### config.mk
export PLATFORM = sky130hd
export DESIGN_NAME = icache_ram
export DESIGN_NICKNAME = d
export VERILOG_FILES = /design/src/hdl/icache_pkg.sv /design/src/hdl/icache_ram.sv
export SDC_FILE = /design/constraint.sdc
export NUM_CORES = 1
export LEC_CHECK = 0
export BUFFER_PORTS_ARGS = -buffer_cell sky130_fd_sc_hd__buf_2
export CELL_PAD_IN_SITES_DETAIL_PLACEMENT = 2
export CELL_PAD_IN_SITES_GLOBAL_PLACEMENT = 2
export CORE_MARGIN = 5
export CORE_UTILIZATION = 42
export CTS_CLUSTER_DIAMETER = 50
export DETAILED_ROUTE_END_ITERATION = 10
export GPL_TIMING_DRIVEN = 0
export PLACE_DENSITY = 0.84
export SKIP_LAST_GASP = 1
export SLEW_MARGIN = 20
export SYNTH_ARGS = -nofsm -noshare
export SYNTH_HDL_FRONTEND = slang
export SYNTH_SLANG_ARGS = --single-unit
### constraint.sdc
create_clock -name clk_i -period 3.45 [get_ports clk_i]
set_input_delay 0.345 -clock clk_i [delete_from_list [all_inputs] [get_ports clk_i]]
set_output_delay 0.345 -clock clk_i [all_outputs]
set_load 0.02 [all_outputs]
### src/hdl/icache_pkg.sv
`default_nettype none

package icache_pkg;

  // Geometry --------------------
  localparam int ADDR_W     = 32;
  localparam int WORD_W     = 32;
  localparam int ID_W       = 8;
  localparam int N_WAYS     = 2;
  localparam int WAY_W      = $clog2(N_WAYS);
  localparam int LINE_WORDS = 4;
  localparam int N_SETS     = 32;

  // Address split: tag | index | word select | byte
  localparam int OFFSET_W   = 4;
  localparam int INDEX_W    = 5;
  localparam int TAG_W      = ADDR_W - INDEX_W - OFFSET_W;
  localparam int WSEL_W     = $clog2(LINE_WORDS);
  localparam int BYTE_W     = OFFSET_W - WSEL_W;

  localparam int AR_BUF_DEPTH = 2;

  // AXI read constants --------------------
  localparam int             AXI_ID_W       = 4;
  localparam logic [7:0]     AXI_LEN_LINE   = 8'd3;   // Four beats
  localparam logic [7:0]     AXI_LEN_WORD   = 8'd0;   // Single beat
  localparam logic [2:0]     AXI_SIZE_WORD  = 3'd2;   // 4 bytes per beat
  localparam logic [1:0]     AXI_BURST_INCR = 2'b01;
  localparam logic [AXI_ID_W-1:0] AXI_ARID  = '0;

  // Shared types --------------------
  typedef logic [WORD_W-1:0] word_t;

  // Word 0 sits at the lowest address
  typedef word_t [LINE_WORDS-1:0] line_t;

  typedef struct packed {
    logic             valid;
    logic [TAG_W-1:0] tag;
  } tag_entry_t;

  typedef struct packed {
    logic [ADDR_W-1:0] addr;
    logic [ID_W-1:0]   id;
  } fetch_req_t;

  typedef struct packed {
    word_t           data;
    logic [ID_W-1:0] id;
  } fetch_rsp_t;

  typedef struct packed {
    logic [ADDR_W-1:0] addr;
    logic [7:0]        len;
  } ar_req_t;

  typedef struct packed {
    word_t data;
    logic  last;
  } r_beat_t;

endpackage

`default_nettype wire

### src/hdl/icache_ram.sv
`timescale 1ns/1ps
`default_nettype none

module icache_ram #(
  parameter type payload_t = logic
) (
  input  wire logic                           clk_i,
  input  wire logic                           re_i,
  input  wire logic [icache_pkg::INDEX_W-1:0] raddr_i,
  output payload_t                            rdata_o,
  input  wire logic                           we_i,
  input  wire logic [icache_pkg::INDEX_W-1:0] waddr_i,
  input  wire payload_t                       wdata_i
);

  payload_t mem [icache_pkg::N_SETS];

  // One entry per set, contents become meaningful after a flush
  always_ff @(posedge clk_i)
  begin
    if (we_i)
    begin
      mem[waddr_i] <= wdata_i;
    end
    if (re_i)
    begin
      rdata_o <= mem[raddr_i];  // Data one cycle after enable
    end
  end

endmodule

`default_nettype wire

==> impl_metrics.json <==
{
  "status": "finished clean",
  "cts_tree": "yes",
  "drc_errors": 0,
  "synthMostInstantiatedCell": "nor2_1",
  "io_buffers": 13,
  "arrival_ns": 1.57,
  "die_h_um": 70.31,
  "ys_seq_area_share_pct": 64.86,
  "ys_ff_latch": 33,
  "cts.sinks": 33,
  "ctsHoldBuffers": 0,
  "dp_hpwl_um": 2889,
  "cts_root_buffer": "clkbuf_4",
  "synth_cell_types": 20,
  "max_cap_viol_count": 0,
  "fin_crit_sh_pct": 42.82,
  "synth_edf_count": 33,
  "yosysTopAreaCellShare_pct": 64.86,
  "core_um2": 3578,
  "synth_area_um2": 1528,
  "vias": 1038,
  "p_comb_share_pct": 9.7,
  "swShare_pct": 23.96,
  "htree_levels": 2,
  "initial_core_util_pct": 42.69,
  "dr.pass1.iters": 4,
  "dieArea_um2": 4944,
  "globalRouteOverflowTotal": 0,
  "synth_ff_type": "edfxtp_1",
  "grt_pass1_wl_um": 6506,
  "first_global_vias": 1204,
  "gp_congestion": 0.6928,
  "die_w_um": 70.31,
  "clock_latency_ns": 0.33,
  "wl_per_cell_um": 21.34,
  "ios": 15,
  "drive_gt1_share_pct": 16.43,
  "syn_avg_cell_area_um2": 12.73,
  "yosys.area.top_type": "edfxtp_1",
  "antennaDiodeCount": 0,
  "internal_power_uw": 546.3,
  "hold_violations": 0,
  "tightest_slew_ns": 0.4919,
  "post_cts_resized": 0,
  "grt_max_degree": 33,
  "routed_wl_um": 4011,
  "post-layout-total-power_uw": 718.4,
  "async_flop_share_pct": 0,
  "area_delta_synth_final_pct": 11.14,
  "placedCellCount": 181,
  "finalCriticalPeriod_ns": 1.477,
  "p_per_area_nw_per_um2": 423.1,
  "finalSetupViolCount": 0,
  "whs_ns": 0.2072,
  "seqCellArea_um2": 991.0,
  "rows": 22,
  "crit_path_start_kind": "flop",
  "ir_worst_vdd_mv": 0.2594,
  "rsz0062_at_grt": "no",
  "reg2regPathDepth": 5,
  "fin_cells": 188,
  "power_frac_clock_pct": 27.9,
  "required_ns": 3.54,
  "crit_path_end_kind": "flop",
  "max_freq_mhz": 676.9,
  "hp-class": "in -> reg",
  "cp_max_fo": 1,
  "cts_buffers": 5,
  "synth_common_cells": "34 x nor2_1, 33 x edfxtp_1, 16 x mux2i_1",
  "yosys_warnings": 0,
  "drt_iter0_drc": 89,
  "cts_setup_buffers": 0,
  "critPathKind": "reg -> reg",
  "antenna_found_initial": 0,
  "clk_pin_slew_worst_paths_ns": 0.10,
  "hold_depth": 1,
  "syn-instance-count": 120,
  "final_util_pct": 47.45,
  "p_leak_uw": 0.0005856,
  "avgViaCountPerCell": 5.521,
  "cts_max_path_buffers": 2,
  "synthesis.nets": 134,
  "n_fill_cell": 370,
  "seqPwrFrac_pct": 62.4,
  "setup_tns_ns": 0,
  "p_sw_uw": 172.1,
  "max_slew_margin_pct": 67.21,
  "netlist_top_cells_area": "edfxtp_1 65%, mux2i_1 10%, nor2_1 8.4%",
  "fin_worst_skew_ns": 0.01123,
  "multi_input_area_um2": 501.7,
  "drv_slew": 0,
  "antenna_left": 0,
  "grtUsageTotal_pct": 17.84,
  "nets": 154
}
==> final timing paths <==
check          start  endpoint  slack [ns]
max reg2reg  mem[18]   rdata_o        1.97
min reg2reg   mem[4]   rdata_o        0.75
max          mem[18]   rdata_o        1.97
min             re_i   rdata_o        0.21
==> layout make-up <==
class                   count  area share [%]
repair buffers             13           3.832
plain buffers               3           2.063
multi-input cells          84           29.55
clock buffers               6           2.432
flip-flops and latches     33           58.36
well taps                  48           3.537
clock inverters             1          0.2211
==> critical path, cell delays in order, from the launching register on <==
cell and delay, ns:
edfxtp_1 0.40, mux2i_1 0.21, nand2_1 0.11, nand4b_1 0.13, a21oi_1 0.06, a311o_1 0.34
==> stage by stage <==
step	cell area (um^2)	setup WS [ns]
final	1698	1.973
after global routing	1698	1.877
after CTS	1698	1.954
after detailed placement	1653	1.701
after global placement	1653	1.813
after floorplan	1528	1.977
==> kinds of logic (layout without fill, tap and decap cells) <==
logic type	Yosys count	count (layout)	synth area share (%)
mux	16	16	10.48
buf+inv	3	23	2.293
flops	33	33	64.86
compound gates	9	9	4.095
simple gates	59	59	18.27
==> registers in the layout, summed over array words and instances (netlist names) <==
register,flops
rdata_o,1
mem,32
==> power by group through the flow <==
stage | Combinational (uW) | Sequential [uW] | Clock (uW)
after floorplan | 36.5 | 459 | 0
after global placement | 63.8 | 457 | 0
after detailed placement | 70.1 | 458 | 0
after CTS | 70.7 | 448 | 205
after global routing | 76.7 | 449 | 218
final | 69.6 | 448 | 201
==> per-layer routing <==
layer	GRT usage [%]	vias up	wire length [um]
li1	-	480	-
met1	20.73	531	1698
met2	31.39	23	2130
met3	4.604	4	124
met4	6.383	0	58
met5	0	-	0
==> cells in the final DEF (no fill, tap or decap), drive strengths merged, types with 3 or more instances in the layout <==
cell,n
nor2,34
a21oi,3
nand2,7
or3b,3
nand3,4
mux2i,16
clkbuf,7
edfxtp,33
a22oi,4
buf,15
nand3b,5
No activity file was read; power rests on OpenSTA's default activity.
