**src/hdl/icache_pkg.sv**
```systemverilog
`default_nettype none

package icache_pkg;

  // Geometry --------------------
  localparam int ADDR_W     = 32;
  localparam int WORD_W     = 32;
  localparam int ID_W       = 8;
  localparam int N_WAYS     = 2;
  localparam int WAY_W      = $clog2(N_WAYS);
  localparam int LINE_WORDS = 4;
  localparam int N_SETS     = 32;

  // Address split: tag | index | word select | byte
  localparam int OFFSET_W   = 4;
  localparam int INDEX_W    = 5;
  localparam int TAG_W      = ADDR_W - INDEX_W - OFFSET_W;
  localparam int WSEL_W     = $clog2(LINE_WORDS);
  localparam int BYTE_W     = OFFSET_W - WSEL_W;

  localparam int AR_BUF_DEPTH = 2;

  // AXI read constants --------------------
  localparam int             AXI_ID_W       = 4;
  localparam logic [7:0]     AXI_LEN_LINE   = 8'd3;   // Four beats
  localparam logic [7:0]     AXI_LEN_WORD   = 8'd0;   // Single beat
  localparam logic [2:0]     AXI_SIZE_WORD  = 3'd2;   // 4 bytes per beat
  localparam logic [1:0]     AXI_BURST_INCR = 2'b01;
  localparam logic [AXI_ID_W-1:0] AXI_ARID  = '0;

  // Shared types --------------------
  typedef logic [WORD_W-1:0] word_t;

  // Word 0 sits at the lowest address
  typedef word_t [LINE_WORDS-1:0] line_t;

  typedef struct packed {
    logic             valid;
    logic [TAG_W-1:0] tag;
  } tag_entry_t;

  typedef struct packed {
    logic [ADDR_W-1:0] addr;
    logic [ID_W-1:0]   id;
  } fetch_req_t;

  typedef struct packed {
    word_t           data;
    logic [ID_W-1:0] id;
  } fetch_rsp_t;

  typedef struct packed {
    logic [ADDR_W-1:0] addr;
    logic [7:0]        len;
  } ar_req_t;

  typedef struct packed {
    word_t data;
    logic  last;
  } r_beat_t;

endpackage

`default_nettype wire

```
**src/hdl/refill_deserializer.sv**
```systemverilog
`timescale 1ns/1ps
`default_nettype none

module refill_deserializer (
  input  wire logic                clk_i,
  input  wire logic                rst_n_i,

  // AXI R channel
  input  wire logic                r_valid_i,
  output logic                     r_ready_o,
  input  wire icache_pkg::r_beat_t r_i,

  // Assembled line
  output logic                     line_valid_o,
  input  wire logic                line_ready_i,
  output icache_pkg::line_t        line_o
);

  logic [icache_pkg::WSEL_W-1:0] beat_q;
  logic                          full_q;
  logic                          beat_take;
  icache_pkg::line_t             line_q;

  // R stalls while a finished line waits
  assign r_ready_o = !full_q;
  assign beat_take = r_valid_i && r_ready_o;

  always_ff @(posedge clk_i or negedge rst_n_i)
  begin
    if (!rst_n_i)
    begin
      beat_q <= '0;
      full_q <= 1'b0;
    end
    else
    begin
      if (beat_take)
      begin
        beat_q <= r_i.last ? '0 : beat_q + 1'b1;
      end
      if (beat_take && r_i.last)
      begin
        full_q <= 1'b1;
      end
      else if (full_q && line_ready_i)
      begin
        full_q <= 1'b0;                     // Line handed over
      end
    end
  end

  // Beat k goes to word k
  always_ff @(posedge clk_i)
  begin
    if (beat_take)
    begin
      line_q[beat_q] <= r_i.data;
    end
  end

  assign line_valid_o = full_q;
  assign line_o       = line_q;

endmodule

`default_nettype wire

```
**config.mk**
```make
export PLATFORM = sky130hd
export DESIGN_NAME = refill_deserializer
export DESIGN_NICKNAME = d
export VERILOG_FILES = /design/src/hdl/icache_pkg.sv /design/src/hdl/refill_deserializer.sv
export SDC_FILE = /design/constraint.sdc
export NUM_CORES = 1
export LEC_CHECK = 0
export BUFFER_PORTS_ARGS = -buffer_cell sky130_fd_sc_hd__buf_2
export CORE_ASPECT_RATIO = 1.4
export CORE_MARGIN = 4
export CORE_UTILIZATION = 44
export CTS_BUF_LIST = sky130_fd_sc_hd__clkbuf_8
export DETAILED_ROUTE_END_ITERATION = 12
export GPL_TIMING_DRIVEN = 0
export PLACE_DENSITY_LB_ADDON = 0.1
export SETUP_SLACK_MARGIN = 0.15
export SLEW_MARGIN = 15
export SYNTH_ARGS = -nofsm -noshare
export SYNTH_HDL_FRONTEND = slang
export SYNTH_SLANG_ARGS = --single-unit
```
**constraint.sdc**
```tcl
create_clock -name clk_i -period 1.3 [get_ports clk_i]
set_input_delay 0.325 -clock clk_i [delete_from_list [all_inputs] [get_ports clk_i]]
set_output_delay 0.325 -clock clk_i [all_outputs]
set_load 0.005 [all_outputs]
```
==> metrics.md <==
| Metric | Value |
|---|---|
| Outcome | finished, violations left |
| Failing checks | setup timing |
| GRT Total Usage | 18.0% |
| Post-Layout Inst Area | ~6000 um2 |
| Worst R2R Start | beat_q[0] |
| Pin count of the biggest net entering global routing | 17 |
| Area leader, netlist | edfxtp_1 |
| Worst Path Max Fanout | 7 |
| Netlist cell types | 11 |
| Gr ovfl total | 0 |
| # setup viols final | ~110 |
| Count leader, synth | edfxtp_1 |
| Setup CP Type | reg -> reg |
| Hold Path Sink | line_valid_o |
| Hold Crit Class | in -> reg |
| RSZ-0062 raised after global routing | true |
| Fin crit share | 108% |
| Reg2Reg Setup Slack | -0.10 ns |
| Drt via density | 4.66 |
| Final Net Count | between 400 and 500 |
| Iteration count of the initial detailed-routing pass | 4 |
| Dpl cell area | around 5000 um2 |
| Post-DR wirelength/cell | around 19 um |
| DR vias | 2279 |
| Achievable frequency | roughly 710 MHz |
| Cell row count | a little over 40 |
| Worst hold margin | 0.0727 ns |
| CP endpoint kind | flip-flop |
| Hold Crit Depth | 2 |
| CTS tree | done |
| GPL Wtd Cong | around 0.7 |
| Vias in the first global route | around 2300 |
| Syn nets | between 150 and 200 |
| Share of cells above drive strength 1 | 63.6% |
| Deepest clock path buffer count | 2 |
| Die Wd | 89.3 um |
| Diode count | 0 |
| Clk slew on worst S/H paths | 0.07 ns |
| Fin crit period | 1.40 ns |
| Area of the mapped netlist | 4070 um2 |
| FF-to-FF End | line_o[62] |
| Critical path startpoint category | flip-flop |
| Max_cap viols | 0 |
| H-tree Lvls | 4 |
| # IOs | 167 |
| Commonest cells post-synth | edfxtp_1 (128), and2_2 (4), ha_1 (4), dfrtp_1 (3), inv_1 (3) |
| Clock root cell | clkbuf_8 |
| Post-Syn Area per Cell | 27.5 um2 |
| Worst slew margin | 88.1% |
| Area Overhead vs Synth | 48.1% |
| Share of the yosys chip area belonging to registers | 96.3% |
| Data arrival, critical path | 1.58 ns |
| CTS Buf Count | 17 |
| Chip Height | ~120 um |
| First-iteration detailed-routing DRC count | 86 |
| Area fraction of the dominant cell type after synthesis | between 90% and 100% |
| DR DRC count | 0 |
| Cell leakage power | 2.40 nW |
| Sink Count | 131 |
| #FFs+latches synth | 131 |
| CORE AREA | 9030 um2 |
| Slew Limit Fails | 0 |
| PnR worst setup slack | -0.100 ns |
| Fin util | 66.7% |
| Tightest Pin Transition | roughly 0.18 ns |
| Starting density of the core | 45.1% |
| DP HPWL | between 5 and 6 mm |
| Skew-Pair Late Insertion Delay | 0.41 ns |
| Hold Startpoint | line_ready_i |
| Number of synthesized flops with an enable pin | 128 |
| P per Cell Area | 1700 nW/um2 |
| Synthesis Warnings | 0 |
| Initial antenna violation count | 0 |
| Fin Clk Skew | 0.00823 ns |
| Port bufs | approximately 170 |
| Ys async rst share | 2.29% |
| VDD IR-drop max | a little over 0.001 V |
| Final WL | 9.23 mm |
| Full die area | 10900 um2 |
| ANT nets after route | 0 |
| Post-Synthesis Cells | 148 |
| First-pass GRT wire length | 13.6 mm |
| Post-synth top flop | edfxtp_1 |
| Top cells by area, synth | edfxtp_1 (94%), dfrtp_1 (1.8%), ha_1 (1.2%), and2_2 (0.74%), mux2_4 (0.37%) |
| Final hold violations | 0 |
| R2R cell count | 5 |
| Critical Path RT | between 1 and 1.5 ns |
==> layout by cell type (no fill, tap or decap), drive strengths merged <==
cell / synthesis / layout
dlygate4sd3: 0 / 1
clkbuf: 0 / 17
bufinv: 0 / 5
nand4bb: 1 / 1
nor2b: 1 / 1
clkinv: 0 / 8
mux2: 1 / 1
o2bb2ai: 1 / 1
ha: 4 / 4
o21ai: 1 / 1
inv: 3 / 5
buf: 0 / 193
nor2: 1 / 1
and2: 4 / 12
edfxtp: 128 / 128
dfrtp: 3 / 3
==> routing by layer <==
metal	vias up	share of wire, %	global-route usage, %
li1	1043	-	-
met1	1120	36	20.4
met2	106	54	31.0
met3	10	8.2	6.36
met4	0	1.2	6.42
met5	-	0	0
==> registers in the layout (all words and copies together), names as in the netlist <==
name	flops
beat_q	2
line_o	128
line_valid_o	1
==> area by class of cell <==
cell class              instances  area, um2
fillers                       652       3000
inverters                       3       16.3
multi-input cells              22        253
repair buffers                194       1270
clock inverters                15        196
flip-flops and latches        131       3920
clock buffers                  17        234
well taps                     107        134
==> worst max-delay path by stage <==
stage	start	to	slack [ns]
floorplan	line_valid_o	line_o[0]	-0.002
global placement	r_valid_i	line_o[100]	-0.26
detailed placement	r_valid_i	line_o[82]	-0.27
CTS	line_valid_o	r_ready_o	-0.09
global route	line_valid_o	line_o[113]	-0.14
finish	beat_q[0]	line_o[62]	-0.10
==> worst max-delay path, stage by stage, from the launching register on <==
cell	delay, ns
dfrtp_2	0.45
buf_6	0.13
ha_4	0.16
and2_4	0.17
buf_12	0.13
buf_12	0.13
==> cell families after synthesis <==
group | share of synthesized area [%]
flip-flops | 96.3
AND/OR/NAND/NOR | 1.45
adder cells (fa/ha/maj) | 1.23
buffers and inverters | 0.277
AO/OA/AOI/OAI | 0.338
multiplexers | 0.369
==> power by group <==
part / leakage, nW / switching [mW] / total (mW) / internal [mW]
Clock: 0.226 / 1.43 / 3.67 / 2.23
Combinational: 0.969 / 0.657 / 1.36 / 0.705
Sequential: 1.20 / 0.111 / 5.18 / 5.07
==> timing repair <==
action                                 4_1_cts  5_1_grt
pin swaps                                    9        5
setup buffers                               23        2
resized for setup                           25        6
setup endpoints to repair                  258      259
gates cloned                                10        0
hold buffers                                 1        0
endpoints found under the hold margin        3        0
==> stage by stage <==
| stage | setup WS (ns) | TNS [ns] | total power, mW | std cells |
|---|---|---|---|---|
| floorplan | -0.00178 | -0.228 | 5.53 | 148 |
| global placement | -0.257 | -31.76 | 6.03 | 421 |
| detailed placement | -0.275 | -32.83 | 6.05 | 421 |
| CTS | -0.0920 | -4.12 | 10.3 | 487 |
| global route | -0.144 | -11.49 | 10.6 | 489 |
| finish | -0.100 | -4.25 | 10.2 | 489 |
(Power assumes the default switching activity.)
