==> src/hdl/icache_pkg.sv <==
`default_nettype none

package icache_pkg;

  // Geometry --------------------
  localparam int ADDR_W     = 32;
  localparam int WORD_W     = 32;
  localparam int ID_W       = 8;
  localparam int N_WAYS     = 2;
  localparam int WAY_W      = $clog2(N_WAYS);
  localparam int LINE_WORDS = 4;
  localparam int N_SETS     = 32;

  // Address split: tag | index | word select | byte
  localparam int OFFSET_W   = 4;
  localparam int INDEX_W    = 5;
  localparam int TAG_W      = ADDR_W - INDEX_W - OFFSET_W;
  localparam int WSEL_W     = $clog2(LINE_WORDS);
  localparam int BYTE_W     = OFFSET_W - WSEL_W;

  localparam int AR_BUF_DEPTH = 2;

  // AXI read constants --------------------
  localparam int             AXI_ID_W       = 4;
  localparam logic [7:0]     AXI_LEN_LINE   = 8'd3;   // Four beats
  localparam logic [7:0]     AXI_LEN_WORD   = 8'd0;   // Single beat
  localparam logic [2:0]     AXI_SIZE_WORD  = 3'd2;   // 4 bytes per beat
  localparam logic [1:0]     AXI_BURST_INCR = 2'b01;
  localparam logic [AXI_ID_W-1:0] AXI_ARID  = '0;

  // Shared types --------------------
  typedef logic [WORD_W-1:0] word_t;

  // Word 0 sits at the lowest address
  typedef word_t [LINE_WORDS-1:0] line_t;

  typedef struct packed {
    logic             valid;
    logic [TAG_W-1:0] tag;
  } tag_entry_t;

  typedef struct packed {
    logic [ADDR_W-1:0] addr;
    logic [ID_W-1:0]   id;
  } fetch_req_t;

  typedef struct packed {
    word_t           data;
    logic [ID_W-1:0] id;
  } fetch_rsp_t;

  typedef struct packed {
    logic [ADDR_W-1:0] addr;
    logic [7:0]        len;
  } ar_req_t;

  typedef struct packed {
    word_t data;
    logic  last;
  } r_beat_t;

endpackage

`default_nettype wire

==> src/hdl/axi_ar_buffer.sv <==
`timescale 1ns/1ps
`default_nettype none

module axi_ar_buffer (
  input  wire logic                clk_i,
  input  wire logic                rst_n_i,

  // From the controller
  input  wire logic                in_valid_i,
  output logic                     in_ready_o,
  input  wire icache_pkg::ar_req_t in_i,

  // To the AR channel
  output logic                     out_valid_o,
  input  wire logic                out_ready_i,
  output icache_pkg::ar_req_t      out_o
);

  icache_pkg::ar_req_t mem [icache_pkg::AR_BUF_DEPTH];

  logic [$clog2(icache_pkg::AR_BUF_DEPTH)-1:0]   wr_ptr_q, rd_ptr_q;
  logic [$clog2(icache_pkg::AR_BUF_DEPTH+1)-1:0] count_q;
  logic                                          push, pop;

  assign in_ready_o  = (count_q != icache_pkg::AR_BUF_DEPTH);
  assign out_valid_o = (count_q != '0);
  assign out_o       = mem[rd_ptr_q];

  assign push = in_valid_i && in_ready_o;
  assign pop  = out_valid_o && out_ready_i;

  always_ff @(posedge clk_i or negedge rst_n_i)
  begin
    if (!rst_n_i)
    begin
      wr_ptr_q <= '0;
      rd_ptr_q <= '0;
      count_q  <= '0;
    end
    else
    begin
      if (push)
      begin
        wr_ptr_q <= wr_ptr_q + 1'b1;
      end
      if (pop)
      begin
        rd_ptr_q <= rd_ptr_q + 1'b1;
      end
      if (push && !pop)
      begin
        count_q <= count_q + 1'b1;
      end
      else if (pop && !push)
      begin
        count_q <= count_q - 1'b1;
      end
    end
  end

  always_ff @(posedge clk_i)
  begin
    if (push)
    begin
      mem[wr_ptr_q] <= in_i;
    end
  end

endmodule

`default_nettype wire

==> config.mk <==
export PLATFORM = sky130hd
export DESIGN_NAME = axi_ar_buffer
export DESIGN_NICKNAME = d
export VERILOG_FILES = /design/src/hdl/icache_pkg.sv /design/src/hdl/axi_ar_buffer.sv
export SDC_FILE = /design/constraint.sdc
export NUM_CORES = 1
export LEC_CHECK = 0
export CORE_MARGIN = 4
export CORE_UTILIZATION = 67
export DETAILED_ROUTE_END_ITERATION = 8
export DONT_BUFFER_PORTS = 1
export GPL_TIMING_DRIVEN = 0
export PLACE_DENSITY = 0.87
export SETUP_SLACK_MARGIN = 0.1
export SYNTH_ARGS = -nofsm -noshare
export SYNTH_HDL_FRONTEND = slang
export SYNTH_SLANG_ARGS = --single-unit
==> constraint.sdc <==
create_clock -name clk_i -period 4.9 [get_ports clk_i]
set_clock_uncertainty 0.15 [all_clocks]
set_input_delay 0.735 -clock clk_i [delete_from_list [all_inputs] [get_ports clk_i]]
set_output_delay 0.735 -clock clk_i [all_outputs]
set_load 0.03 [all_outputs]
==> flow_summary.ini, run 1 <==
[status]
status = finished, final reports clean

[floorplanning]
fp.dieH_microns = 78.0
num_rows = 25
io_pins = 86
die_area_sq_um = 6090
initial_core_util_pct = 69.5
die_w_microns = 78.0
fp.coreArea_sq_um = 4720

[synthesis]
ys_ff_latch = 84
synth_ff_type = edfxtp_1
synth_nets = 188
synth_cell_types = 15
async_flop_share_pct = 4.76
syn_avg_cell_area_sq_um = 23.0
ys.warnings.count = 0
synth.largest_area_cell = edfxtp_1
yosysSeqAreaShare_pct = 76.2
post-synth-top-count-cell = edfxtp_1
synth_edf_count = 80
netlist_instances = 143
netlist_area_sq_um = 3280
synth_top_area_share_pct = 73.1
synthTopCellsByCount = edfxtp_1 (80), mux2_4 (39), buf_12 (4), dfrtp_1 (4), xnor2_1 (3)
ys_top_cells_by_area = edfxtp_1 (73%), mux2_4 (18%), dfrtp_1 (3.0%)

[cts]
insertion_delay_ns = 0.33
cts_tree = done
cts_resized = 0
clk_path_buf_depth = 2
numClockSinks = 84
cts_root_buf = clkbuf_8
ctsHtreeMaxLevel = 3
numCtsBuffers = 9
cts.clk_slew.worst_paths_ns = 0.08

[placement]
dpl.hpwl_mm = 3.53
finalWeightedCongestion = 0.654
port_buffers = 0

[grt]
grt_pass1_vias = 1384
overflow = 0
gr-usage-all-layers_pct = 17.5
grt_max_degree = 41
antenna_found_initial = 0
grt_pass1_wl_mm = 7.60

[timing]
totalNegativeSetupSlack_ns = 0
timing.final.crit_period_ns = 2.25
slew_headroom_pct = 38.1
rsz0062_at_grt = no
layout_worst_path_cycle_share_pct = 45.9
setup_viol = 0
hold_viol = 0
slew_viol_final = 0
worst_pin_slew_ns = 0.929
max_freq_ghz = 0.444

[power]
ir_drop_v = 0.000546
leakagePower_nw = 1.31
total_power_w = 0.00247
powerDensity_nw_per_um2 = 687

[setup_path]
path_max_fanout = 10
critPathArrivalTime_ns = 1.37
startpoint_type = register
crit_type = register to primary output
critPathCaptureType = primary output
reg2reg_depth = 2
cp.required_ns = 4.01

[layout]
multiInputGateArea_sq_um = 696
drive_above_1_share_pct = 37.3
fill_cells = 259
seq_area_sq_um = 2500
antenna_cells = 0
nets = 201
syn_to_final_growth_pct = 9.26

[route]
vias_per_cell = 5.55
drc_errors = 0
first_pass_iters = 5
drt_iter0_markers = 94
totalWireLength_mm = 4.92
ant_nets = 0
wl_per_cell_microns = 21.6
vias = 1266

[hold_path]
hold_path_class = input pin to register
holdPathStages = 0

[flow_run]
drv_cap = 0
## metrics by stage
stage | setup slack [ns] | instances | hold WS, ns | cell area (sq um) | utilization (%)
5_1_grt | 2.56 | 228 | 0.316 | 3590 | 76.0
6_report | 2.65 | 228 | 0.345 | 3590 | 76.0
3_3_place_gp | 1.06 | 210 | 0.290 | 3370 | 71.3
3_5_place_dp | 2.70 | 211 | 0.290 | 3400 | 71.9
2_1_floorplan | 1.74 | 143 | 0.289 | 3280 | -
4_1_cts | 2.63 | 228 | 0.330 | 3590 | 76.0
## area by class of cell
class	instances	area share (%)
clock inverters	7	1.60
plain buffers	5	2.55
multi-input cells	53	19.4
flip-flops and latches	84	69.7
inverters	1	0.105
clock buffers	9	3.45
well taps	67	2.34
repair buffers	2	0.837
## power breakdown
part,switching [W],leakage (nW),internal (W)
registers,0.0000534,0.790,0.000986
clock network,0.000214,0.0892,0.000228
logic,0.000608,0.431,0.000377
## kinds of logic after synthesis
family | Yosys count | share of synthesized area, %
flops | 84 | 76.2
simple gates | 7 | 1.03
fa+ha+maj | 1 | 0.381
xor+xnor | 5 | 1.33
mux | 40 | 18.2
buf+inv | 6 | 2.90
## worst max-delay path, cell delays in order (launching register included)
cell,delay (ns)
dfrtp_1,0.38
buf_6,0.15
buf_12,0.15
mux2_4,0.36
## timing repair
item / CTS / global route
setup buffers: 0 / 0
hold buffers: 1 / 0
hold endpoints to repair: 4 / 0
## flip-flops by register name (all words and copies together) (netlist names)
name      flops
mem          80
wr_ptr_q      1
rd_ptr_q      1
count_q       2
## cells in the final DEF (no fill, tap or decap), drive strengths merged
cell type / netlist / final
and3: 1 / 1
clkinv: 0 / 5
dlygate4sd3: 0 / 1
nand2: 2 / 2
edfxtp: 80 / 80
nor2: 2 / 2
nand2b: 1 / 1
bufinv: 0 / 1
clkinvlp: 0 / 1
dfrtp: 4 / 4
xor2: 2 / 2
buf: 5 / 6
ha: 1 / 1
xnor2: 3 / 3
clkbuf: 0 / 9
or2: 1 / 1
inv: 1 / 1
mux2: 40 / 40
## per-layer routing
layer	wire length (microns)	up-vias	track usage, %	share of wire [%]
li1	-	577	-	-
met2	2780	65	31.0	56
met1	1560	620	17.5	32
met3	533	4	8.37	11
met4	44	0	6.82	0.89
met5	0	-	0	0
## final timing paths
kind	start	endpoint	slack, ns
max	rd_ptr_q	out_o[16]	2.65
min	in_i[10]	mem[0][10]	0.35
max reg2reg	count_q[0]	mem[1][5]	2.71
min reg2reg	count_q[1]	count_q[1]	0.35
max in group asynchronous	rst_n_i	wr_ptr_q	3.92
min in group asynchronous	rst_n_i	count_q[0]	0.52
No activity file was read; power rests on OpenSTA's default activity.
==> inputs of run 2 (changes only) <==
--- a/config.mk
+++ b/config.mk
@@ -6,11 +6,11 @@
 export NUM_CORES = 1
 export LEC_CHECK = 0
 export CORE_MARGIN = 4
-export CORE_UTILIZATION = 67
+export CORE_UTILIZATION = 62
 export DETAILED_ROUTE_END_ITERATION = 8
 export DONT_BUFFER_PORTS = 1
 export GPL_TIMING_DRIVEN = 0
-export PLACE_DENSITY = 0.87
+export PLACE_DENSITY = 0.82
 export SETUP_SLACK_MARGIN = 0.1
 export SYNTH_ARGS = -nofsm -noshare
 export SYNTH_HDL_FRONTEND = slang
==> constraint.sdc (replaced) <==
create_clock -name clk_i -period 2.3 [get_ports clk_i]
set_clock_uncertainty 0.15 [all_clocks]
set_input_delay 0.345 -clock clk_i [delete_from_list [all_inputs] [get_ports clk_i]]
set_output_delay 0.345 -clock clk_i [all_outputs]
set_load 0.03 [all_outputs]
==> run 2 against run 1 <==
Count of clock-buffer cells in the layout up 2; die area up 7.2%; routed wire length up 16%; final area up 12%; worst hold slack worse by 0.28 ns; global-route usage up 1.8 points; sequential power up 110%; worst setup slack worse by 2.4 ns; utilization up 2.7 points; total power up 120%; highest routed layer unchanged.
==> flow_summary.ini, run 2 (synthesis results as in run 1) <==
[layout]
final_cells = 271
antenna_cells = 0
largest_reg_flops = 80
layout_commonest_cell = edfxtp_1
drive_above_1_share_pct = 30.3
most-common-layout-cells = edfxtp_1 (80), dlygate4sd3_1 (41), mux2_4 (39)
fin_util_pct = 78.6
regMostFlops = mem
syn_to_final_growth_pct = 22.3
reg_top3 = mem (80), count_q (2)
nets = 241

[power]
switching_share_pct = 35.4
p_int_w = 0.00354
switchingPower_w = 0.00195
power_frac_comb_pct = 39.5
clockPowerShare_pct = 19.9
powerDensity_nw_per_um2 = 1370
leakagePower_nw = 1.48
power_frac_seq_pct = 40.6
ir_drop_v = 0.00124

[setup_path]
ff2ff_setup_slack_ns = 0.23
reg2reg_depth = 3
r2r-end = mem[0][26]
critPathLaunch = count_q[0]
r2r_start = count_q[0]
cp-endpoint = mem[0][26]
startpoint_type = register
critPathCaptureType = register
crit_type = register to register
path_max_fanout = 20
cp.required_ns = 2.13
critPathArrivalTime_ns = 1.90

[grt]
overflow = 0
grt_pass1_vias = 1637
gr-usage-all-layers_pct = 19.3
grt_pass1_wl_mm = 8.80
antenna_found_initial = 0
grt_max_degree = 41

[hold_path]
min_from = out_ready_i
hold_path_class = input pin to register

[route]
drt_iter0_markers = 98
first_pass_iters = 4
drc_errors = 0
vias = 1436
totalWireLength_mm = 5.70
ant_nets = 0
wl_per_cell_microns = 21.0
vias_per_cell = 5.30

[cts]
clk_path_buf_depth = 2
cts_root_buf = clkbuf_8
cts_tree = done
numCtsBuffers = 9
cts.clk_slew.worst_paths_ns = 0.08
ctsHtreeMaxLevel = 3
numClockSinks = 84
insertion_delay_ns = 0.33

[timing]
worst_pin_slew_ns = 0.623
timing.final.crit_period_ns = 2.07
layout_worst_path_cycle_share_pct = 90.0
setup_viol = 0
slew_viol_final = 0
hold_viol = 0
slew_headroom_pct = 58.4
max_freq_ghz = 0.483
rsz0062_at_grt = no

[floorplanning]
num_rows = 26
io_pins = 86
die_area_sq_um = 6530
die_w_microns = 80.8
fp.dieH_microns = 80.8
initial_core_util_pct = 64.3
fp.coreArea_sq_um = 5110

[status]
status = finished, final reports clean

[placement]
place_inst = 213
port_buffers = 0
dpl.hpwl_mm = 3.26
finalWeightedCongestion = 0.654

[flow_run]
drv_cap = 0
-- run 2: cell count changes in the layout (fill, tap and decap cells not counted), sizes merged --
| cell | previous run | this run |
|---|---|---|
| buf | 6 | 5 |
| clkinvlp | 1 | 0 |
| clkinv | 5 | 3 |
| nor2 | 2 | 3 |
| clkbuf | 9 | 11 |
| dlygate4sd3 | 1 | 41 |
| bufinv | 1 | 2 |
-- run 2: worst min path at each step --
| stage | to | slack (ns) | cells past startpoint |
|---|---|---|---|
| floorplan | count_q[0] | -0.10 | 0 |
| global placement | count_q[1] | -0.10 | 0 |
| detailed placement | count_q[1] | -0.10 | 0 |
| CTS | rd_ptr_q | 0.04 | 2 |
| global route | rd_ptr_q | 0.07 | 2 |
| finish | rd_ptr_q | 0.07 | 2 |
-- run 2: layout make-up --
type | instances | area, sq um
multi-input cells | 54 | 713
fillers | 276 | 1090
inverters | 1 | 3.75
clock buffers | 11 | 131
well taps | 70 | 87.6
flip-flops and latches | 84 | 2500
repair buffers | 41 | 410
clock inverters | 5 | 76.3
plain buffers | 5 | 91.3
-- run 2: worst max-delay path, cell delays in order, from the launching register on --
cell and delay [ns]:
dfrtp_1 0.44, nand2b_1 0.39, nand2_2 0.21, nor2_4 0.53
-- run 2: timing repair --
action / 4_1_cts / 5_1_grt
pin swaps: 0 / 0
gates cloned: 1 / 0
setup buffers: 0 / 0
hold buffers: 41 / 0
hold endpoints to repair: 84 / 0
setup endpoints to repair: 80 / 41
gates resized for setup: 2 / 1
-- run 2: power groups by stage --
stage / clock, W / combinational, W / sequential [W]
2_1_floorplan: 0 / 0.00188 / 0.00221
3_3_place_gp: 0 / 0.00205 / 0.00222
3_5_place_dp: 0 / 0.00209 / 0.00225
4_1_cts: 0.00110 / 0.00218 / 0.00222
5_1_grt: 0.00117 / 0.00228 / 0.00226
6_report: 0.00109 / 0.00217 / 0.00223
-- run 2: through the flow --
stage | hold WS [ns] | area [sq um] | power [W] | setup slack, ns | TNS, ns
global placement | -0.100 | 3380 | 0.00427 | -0.0477 | -1.84
global route | 0.0735 | 4020 | 0.00571 | 0.109 | 0
CTS | 0.0379 | 4010 | 0.00551 | 0.142 | 0
floorplan | -0.101 | 3290 | 0.00409 | 0.218 | 0
detailed placement | -0.100 | 3380 | 0.00435 | -0.158 | -6.23
finish | 0.0695 | 4020 | 0.00549 | 0.230 | 0
-- run 2: routing by layer --
layer	global-route usage, %	share of wire [%]	vias up
met4	9.29	2.0	0
met1	21.6	37	718
met2	34.3	56	49
met5	0	0	-
met3	4.88	4.8	9
li1	-	-	660
