<file path="src/hdl/icache_pkg.sv">
`default_nettype none

package icache_pkg;

  // Geometry --------------------
  localparam int ADDR_W     = 32;
  localparam int WORD_W     = 32;
  localparam int ID_W       = 8;
  localparam int N_WAYS     = 2;
  localparam int WAY_W      = $clog2(N_WAYS);
  localparam int LINE_WORDS = 4;
  localparam int N_SETS     = 32;

  // Address split: tag | index | word select | byte
  localparam int OFFSET_W   = 4;
  localparam int INDEX_W    = 5;
  localparam int TAG_W      = ADDR_W - INDEX_W - OFFSET_W;
  localparam int WSEL_W     = $clog2(LINE_WORDS);
  localparam int BYTE_W     = OFFSET_W - WSEL_W;

  localparam int AR_BUF_DEPTH = 2;

  // AXI read constants --------------------
  localparam int             AXI_ID_W       = 4;
  localparam logic [7:0]     AXI_LEN_LINE   = 8'd3;   // Four beats
  localparam logic [7:0]     AXI_LEN_WORD   = 8'd0;   // Single beat
  localparam logic [2:0]     AXI_SIZE_WORD  = 3'd2;   // 4 bytes per beat
  localparam logic [1:0]     AXI_BURST_INCR = 2'b01;
  localparam logic [AXI_ID_W-1:0] AXI_ARID  = '0;

  // Shared types --------------------
  typedef logic [WORD_W-1:0] word_t;

  // Word 0 sits at the lowest address
  typedef word_t [LINE_WORDS-1:0] line_t;

  typedef struct packed {
    logic             valid;
    logic [TAG_W-1:0] tag;
  } tag_entry_t;

  typedef struct packed {
    logic [ADDR_W-1:0] addr;
    logic [ID_W-1:0]   id;
  } fetch_req_t;

  typedef struct packed {
    word_t           data;
    logic [ID_W-1:0] id;
  } fetch_rsp_t;

  typedef struct packed {
    logic [ADDR_W-1:0] addr;
    logic [7:0]        len;
  } ar_req_t;

  typedef struct packed {
    word_t data;
    logic  last;
  } r_beat_t;

endpackage

`default_nettype wire

</file>
<file path="src/hdl/icache_ctrl.sv">
`timescale 1ns/1ps
`default_nettype none

module icache_ctrl (
  input  wire logic                    clk_i,
  input  wire logic                    rst_n_i,

  // Fetch side
  input  wire logic                    fetch_req_i,
  input  wire icache_pkg::fetch_req_t  fetch_i,
  output logic                         fetch_grant_o,
  output logic                         fetch_r_valid_o,
  output icache_pkg::fetch_rsp_t       fetch_r_o,

  // Control
  input  wire logic                    ctrl_req_enable_i,
  output logic                         ctrl_ack_enable_o,
  input  wire logic                    ctrl_req_disable_i,
  output logic                         ctrl_ack_disable_o,
  output logic                         ctrl_pending_o,

  // Read requests and refill lines
  output logic                         ar_valid_o,
  input  wire logic                    ar_ready_i,
  output icache_pkg::ar_req_t          ar_o,
  input  wire logic                    line_valid_i,
  output logic                         line_ready_o,
  input  wire icache_pkg::line_t       line_i,

  // Tag RAMs
  output logic [icache_pkg::N_WAYS-1:0]  tag_re_o,
  output logic [icache_pkg::N_WAYS-1:0]  tag_we_o,
  output logic [icache_pkg::INDEX_W-1:0] tag_raddr_o,
  output logic [icache_pkg::INDEX_W-1:0] tag_waddr_o,
  output icache_pkg::tag_entry_t         tag_wdata_o,
  input  wire icache_pkg::tag_entry_t [icache_pkg::N_WAYS-1:0] tag_rdata_i,

  // Data RAMs
  output logic [icache_pkg::N_WAYS-1:0]  data_re_o,
  output logic [icache_pkg::N_WAYS-1:0]  data_we_o,
  output logic [icache_pkg::INDEX_W-1:0] data_raddr_o,
  output logic [icache_pkg::INDEX_W-1:0] data_waddr_o,
  output icache_pkg::line_t              data_wdata_o,
  input  wire icache_pkg::line_t [icache_pkg::N_WAYS-1:0] data_rdata_i
);

  typedef enum logic [2:0] {
    S_DIS_IDLE,
    S_BYP_REQ,
    S_BYP_WAIT,
    S_FLUSH,
    S_IDLE,
    S_LOOKUP,
    S_MISS_REQ,
    S_REFILL_WAIT
  } state_e;

  state_e                           state_q, state_d;
  icache_pkg::fetch_req_t           req_q;
  icache_pkg::fetch_rsp_t           rsp_q;
  logic                             rsp_valid_q, rsp_set;
  icache_pkg::word_t                rsp_word;
  logic                             pending_q;
  logic                             ack_en_q, ack_en_d;
  logic                             ack_dis_q, ack_dis_d;
  logic [icache_pkg::INDEX_W-1:0]   flush_cnt_q;
  logic [icache_pkg::N_SETS-1:0]    rr_q;     // Victim way per set
  logic                             refill;

  // Address fields of the held request
  logic [icache_pkg::INDEX_W-1:0]   req_idx;
  logic [icache_pkg::TAG_W-1:0]     req_tag;
  logic [icache_pkg::WSEL_W-1:0]    req_wsel;
  logic [icache_pkg::ADDR_W-1:0]    line_addr;

  logic [icache_pkg::N_WAYS-1:0]    hit;
  logic [icache_pkg::WAY_W-1:0]     hit_way;
  icache_pkg::word_t                hit_word;
  logic [icache_pkg::WAY_W-1:0]     victim;
  logic [icache_pkg::N_WAYS-1:0]    victim_oh;

  assign req_idx   = req_q.addr[icache_pkg::OFFSET_W +: icache_pkg::INDEX_W];
  assign req_tag   = req_q.addr[icache_pkg::ADDR_W-1 -: icache_pkg::TAG_W];
  assign req_wsel  = req_q.addr[icache_pkg::BYTE_W +: icache_pkg::WSEL_W];
  assign line_addr = {req_q.addr[icache_pkg::ADDR_W-1:icache_pkg::OFFSET_W],
                      {icache_pkg::OFFSET_W{1'b0}}};

  // Tag compare and way select --------------------
  always_comb
  begin
    hit     = '0;
    hit_way = '0;
    for (int w = 0; w < icache_pkg::N_WAYS; w++)
    begin
      hit[w] = tag_rdata_i[w].valid && (tag_rdata_i[w].tag == req_tag);
      if (hit[w])
      begin
        hit_way = icache_pkg::WAY_W'(w);
      end
    end
  end

  assign hit_word  = data_rdata_i[hit_way][req_wsel];
  assign victim    = icache_pkg::WAY_W'(rr_q[req_idx]);
  assign victim_oh = icache_pkg::N_WAYS'(1) << victim;

  // Reads always use the incoming fetch index, taken on grant only
  assign tag_raddr_o  = fetch_i.addr[icache_pkg::OFFSET_W +: icache_pkg::INDEX_W];
  assign data_raddr_o = tag_raddr_o;
  assign tag_waddr_o  = (state_q == S_FLUSH) ? flush_cnt_q : req_idx;
  assign data_waddr_o = req_idx;
  assign tag_wdata_o  = '{valid: (state_q != S_FLUSH), tag: req_tag};  // Flush writes invalid
  assign data_wdata_o = line_i;

  // FSM --------------------
  always_comb
  begin
    state_d       = state_q;
    fetch_grant_o = 1'b0;
    tag_re_o      = '0;
    data_re_o     = '0;
    tag_we_o      = '0;
    data_we_o     = '0;
    ar_valid_o    = 1'b0;
    ar_o          = '{addr: line_addr, len: icache_pkg::AXI_LEN_LINE};
    line_ready_o  = 1'b0;
    rsp_set       = 1'b0;
    rsp_word      = hit_word;
    refill        = 1'b0;
    ack_en_d      = 1'b0;
    ack_dis_d     = 1'b0;

    unique case (state_q)
      S_DIS_IDLE:
      begin
        if (ctrl_req_enable_i && !ack_en_q)
        begin
          state_d = S_FLUSH;
        end
        else if (ctrl_req_disable_i && !ack_dis_q)
        begin
          ack_dis_d = 1'b1;                 // Already disabled
        end
        else if (fetch_req_i)
        begin
          fetch_grant_o = 1'b1;
          state_d       = S_BYP_REQ;
        end
      end

      S_BYP_REQ:
      begin
        ar_valid_o = 1'b1;
        ar_o       = '{addr: req_q.addr, len: icache_pkg::AXI_LEN_WORD};
        if (ar_ready_i)
        begin
          state_d = S_BYP_WAIT;
        end
      end

      S_BYP_WAIT:
      begin
        line_ready_o = 1'b1;
        rsp_word     = line_i[0];           // Single beat lands in word 0
        if (line_valid_i)
        begin
          rsp_set = 1'b1;
          state_d = S_DIS_IDLE;
        end
      end

      S_FLUSH:
      begin
        tag_we_o = '1;
        if (flush_cnt_q == icache_pkg::INDEX_W'(icache_pkg::N_SETS - 1))
        begin
          ack_en_d = 1'b1;
          state_d  = S_IDLE;
        end
      end

      S_IDLE:
      begin
        if (ctrl_req_enable_i && !ack_en_q)
        begin
          state_d = S_FLUSH;
        end
        else if (ctrl_req_disable_i && !ack_dis_q)
        begin
          ack_dis_d = 1'b1;
          state_d   = S_DIS_IDLE;
        end
        else if (fetch_req_i)
        begin
          fetch_grant_o = 1'b1;
          tag_re_o      = '1;
          data_re_o     = '1;
          state_d       = S_LOOKUP;
        end
      end

      S_LOOKUP:
      begin
        if (|hit)
        begin
          rsp_set = 1'b1;
          state_d = S_IDLE;
        end
        else
        begin
          state_d = S_MISS_REQ;
        end
      end

      S_MISS_REQ:
      begin
        ar_valid_o = 1'b1;
        if (ar_ready_i)
        begin
          state_d = S_REFILL_WAIT;
        end
      end

      S_REFILL_WAIT:
      begin
        line_ready_o = 1'b1;
        rsp_word     = line_i[req_wsel];
        if (line_valid_i)
        begin
          tag_we_o  = victim_oh;
          data_we_o = victim_oh;
          refill    = 1'b1;
          rsp_set   = 1'b1;
          state_d   = S_IDLE;
        end
      end

      default:
      begin
        state_d = S_DIS_IDLE;
      end
    endcase
  end

  always_ff @(posedge clk_i or negedge rst_n_i)
  begin
    if (!rst_n_i)
    begin
      state_q     <= S_DIS_IDLE;            // Cache starts disabled
      rsp_valid_q <= 1'b0;
      pending_q   <= 1'b0;
      ack_en_q    <= 1'b0;
      ack_dis_q   <= 1'b0;
      flush_cnt_q <= '0;
      rr_q        <= '0;
    end
    else
    begin
      state_q     <= state_d;
      rsp_valid_q <= rsp_set;
      ack_en_q    <= ack_en_d;
      ack_dis_q   <= ack_dis_d;
      if (fetch_grant_o)
      begin
        pending_q <= 1'b1;
      end
      else if (rsp_set)
      begin
        pending_q <= 1'b0;
      end
      if (state_q == S_FLUSH)
      begin
        flush_cnt_q <= flush_cnt_q + 1'b1;  // Wraps back to 0 after the last set
        rr_q        <= '0;
      end
      else if (refill)
      begin
        rr_q[req_idx] <= ~rr_q[req_idx];
      end
    end
  end

  // Request and response payload
  always_ff @(posedge clk_i)
  begin
    if (fetch_grant_o)
    begin
      req_q <= fetch_i;
    end
    if (rsp_set)
    begin
      rsp_q <= '{data: rsp_word, id: req_q.id};
    end
  end

  assign fetch_r_valid_o    = rsp_valid_q;
  assign fetch_r_o          = rsp_q;
  assign ctrl_pending_o     = pending_q;
  assign ctrl_ack_enable_o  = ack_en_q;
  assign ctrl_ack_disable_o = ack_dis_q;

endmodule

`default_nettype wire

</file>
<file path="config.mk">
export PLATFORM = sky130hd
export DESIGN_NAME = icache_ctrl
export DESIGN_NICKNAME = d
export VERILOG_FILES = /design/src/hdl/icache_pkg.sv /design/src/hdl/icache_ctrl.sv
export SDC_FILE = /design/constraint.sdc
export NUM_CORES = 1
export LEC_CHECK = 0
export BUFFER_PORTS_ARGS = -buffer_cell sky130_fd_sc_hd__buf_2
export CAP_MARGIN = 20
export CORE_AREA = 2 2 290 292
export DETAILED_ROUTE_END_ITERATION = 8
export DIE_AREA = 0 0 292 294
export PLACE_DENSITY = 0.31
export SLEW_MARGIN = 0
export SYNTH_ARGS = -nofsm -noshare
export SYNTH_HDL_FRONTEND = slang
export SYNTH_SLANG_ARGS = --single-unit
export TNS_END_PERCENT = 5
</file>
<file path="constraint.sdc">
create_clock -name clk_i -period 5.15 [get_ports clk_i]
set_input_delay 0.2575 -clock clk_i [delete_from_list [all_inputs] [get_ports clk_i]]
set_output_delay 0.2575 -clock clk_i [all_outputs]
set_load 0.1 [all_outputs]
</file>
==> flow_metrics.py <==
metrics = {
    "yosys": {
        "synth.yosys.seq_area_share": 0.326,
        "synth_seq_cells": 124,
        "synth_area_per_cell_um2": 10.6,
        "yosys.area.top_type": "edfxtp_1",
        "synthArstFlopShare": 0.355,
        "synthFlopType": "edfxtp_1",
        "ys_warn_count": 0,
        "synth_area_leaders": "edfxtp_1, buf_4, dfrtp_1",
        "yosysMostFrequentCell": "buf_4",
        "synth_top_area_frac": 0.224,
        "synth_commonest_cells": "buf_4, mux2_2, edfxtp_1",
        "synth.distinct_cells": 54,
        "syn_area_mm2": 0.0107,
        "syn-instance-count": 1017,
        "synth-edff-count": 80,
    },
    "power_and_ir_drop": {
        "pwr-share-clk": 0.224,
        "switchingPower_mw": 3.24,
        "p_comb_frac": 0.549,
        "p_leak_nw": 6.66,
        "power_density_mw_per_mm2": 396,
        "p_seq_frac": 0.227,
        "p_sw_frac": 0.537,
        "peakVddDrop_v": 0.000233,
        "p_int_mw": 2.79,
    },
    "timing": {
        "hold_viol": 0,
        "rsz0062_at_grt": "no",
        "finalSetupViolCount": 0,
        "final.setup.tns_ns": 0,
        "worstMarginPinSlew_ns": 1.07,
        "clock_skew_ns": 0.0259,
        "fin_crit_ns": 3.88,
        "drv_slew": 0,
        "fmaxAchievable_ghz": 0.258,
        "relSlewSlack": 0.282,
        "fin_crit_sh": 0.753,
        "setup_ws_ns": 1.27,
    },
    "worst_setup_path": {
        "endpoint": "fetch_r_o[35]",
        "worstPathRequired_ns": 5.45,
        "r2r-end": "fetch_r_o[35]",
        "r2r_slack_ns": 1.27,
        "critPathLaunch": "tag_wdata_o[15]",
        "critPathArrivalTime_ns": 4.18,
        "rr_worst_depth": 7,
        "path_class": "reg -> reg",
        "endpoint_kind": "register",
        "start_kind": "register",
        "worst-path-max-fanout": 32,
        "reg2reg_from": "tag_wdata_o[15]",
    },
    "clock_tree": {
        "cts_tree": "done",
        "numClockSinks": 124,
        "cts_resized": 0,
        "path_clk_slew_ns": 0.07,
        "clk_latency_ns": 0.48,
        "cts_setup_buffers": 0,
        "hold_buffers": 41,
        "numCtsBuffers": 17,
        "htree_levels": 4,
        "clk_path_buf_depth": 2,
        "cts_root_buf": "clkbuf_16",
    },
    "detailed_routing": {
        "wire_per_inst_um": 22.3,
        "ant_nets": 0,
        "wirelength_um": 59400,
        "drc_errors": 0,
        "vias": 10300,
        "drtPass1Iterations": 5,
        "routed_via_density": 3.87,
        "first_iter_violations": 555,
    },
    "global_routing": {
        "grt-ovfl-total": 0,
        "grt_max_degree": 51,
        "first_global_vias": 10700,
        "grt_pass1_wl_um": 80100,
        "grt_use_total": 0.133,
        "grt_antenna_before_repair": 19,
    },
    "placed_design": {
        "place_ws_ns": 1.19,
        "io_buffers": 739,
        "dp_hpwl_um": 47900,
        "gp_congestion": 0.913,
    },
    "floorplanning": {
        "rows": 106,
        "die_area_mm2": 0.0858,
        "start_util": 0.130,
        "dieHeight_um": 294,
        "io_pins": 746,
        "fp.dieW_um": 292,
        "coreArea_mm2": 0.0829,
    },
    "run": {
        "cap_violations": 0,
    },
    "cells_and_area": {
        "fin_nets": 2043,
        "fillers": 9365,
        "layout-drive-gt1-share": 0.617,
        "syn_to_final_growth_pct": 42.1,
    },
    "hold_path": {
        "hold_class": "in -> reg",
    },
    "outcome": {
        "status": "complete, no violations",
    },
}
## power by group through the flow
stage | Combinational, mW | Clock, mW | Sequential [mW]
floorplan | 1.99 | 0 | 1.88
global placement | 3.34 | 0 | 1.39
detailed placement | 3.35 | 0 | 1.39
CTS | 3.39 | 1.44 | 1.37
global route | 3.50 | 1.46 | 1.39
finish | 3.32 | 1.35 | 1.37
## cell usage in the layout, fill, tap and decap left out, types with 5 or more instances in the layout
cell type / instances
a21oi_1: 5
a22oi_1: 32
a31oi_1: 32
and3_1: 6
buf_2: 739
buf_4: 25
clkbuf_16: 21
conb_1: 6
dfrtp_1: 44
diode_2: 7
dlygate4sd3_1: 41
edfxtp_1: 80
inv_1: 11
mux2_2: 96
mux2i_1: 32
mux4_2: 36
nand2_1: 61
nand3_1: 36
nand4_1: 9
nor2_1: 11
nor4_1: 9
o211ai_1: 63
o31ai_2: 28
o41ai_1: 32
xnor2_1: 20
xor2_1: 29
## how the worst min path moves through the flow
stage                         end  cells after the start  slack (ns)               start
6_report       ctrl_ack_disable_o                      3        0.14  ctrl_req_disable_i
5_1_grt        ctrl_ack_disable_o                      3        0.12  ctrl_req_disable_i
4_1_cts        ctrl_ack_disable_o                      3        0.08  ctrl_req_disable_i
3_5_place_dp         fetch_r_o[3]                      0        0.41            req_q[3]
3_3_place_gp         fetch_r_o[7]                      0        0.40            req_q[7]
2_1_floorplan  ctrl_ack_disable_o                      0       -0.04             rst_n_i
## cell type report
cell class / count / area, µm² / share of cell area
Multi-Input combinational cell: 598 / 5340 / 0.350
Timing Repair Buffer: 808 / 4360 / 0.286
Sequential cell: 124 / 3500 / 0.230
Tap cell: 1080 / 1350 / 0.0885
Clock buffer: 23 / 543 / 0.0356
Clock inverter: 9 / 92.6 / 0.00607
Inverter: 13 / 48.8 / 0.00320
Antenna cell: 7 / 17.5 / 0.00115
## layer usage
layer / GRT usage / vias to the layer above / wire, µm
li1: - / 4761 / -
met1: 0.168 / 5016 / 25800
met2: 0.221 / 462 / 28700
met3: 0.0353 / 48 / 3790
met4: 0.0367 / 8 / 1130
met5: 0 / - / 36
## worst max-delay path, stage by stage (launching register included)
cell,delay (ns)
edfxtp_1,0.51
xor2_1,0.21
nor4_1,0.90
nand4_1,0.50
buf_4,0.44
o41ai_1,0.87
a31oi_1,0.13
o211ai_1,0.13
## per-stage QoR
stage	power [mW]	hold WS (ns)	area (µm²)	cells	utilization
finish	6.04	0.135	15300	2662	0.184
global route	6.35	0.120	15300	2660	0.184
CTS	6.19	0.0803	15200	2655	0.184
detailed placement	4.74	0.406	14200	2582	0.171
global placement	4.73	0.402	14200	2581	0.171
floorplan	3.87	-0.0381	10800	1022	-
## flip-flops by register name, indices dropped and copies added, names as in the netlist, 3 cells and up
signal / flops
data_waddr_o: 5
fetch_r_o: 40
flush_cnt_q: 5
req_q: 12
rr_q: 32
state_q: 3
tag_wdata_o: 23
## cell families after synthesis
family,share of synthesized area
flops,0.326
mux,0.216
xor+xnor,0.0400
buf+inv,0.183
simple gates,0.0751
compound gates,0.158
fa+ha+maj,0.00233
other cells,0.000349
Note: power is estimated with default switching activity, not from simulation.
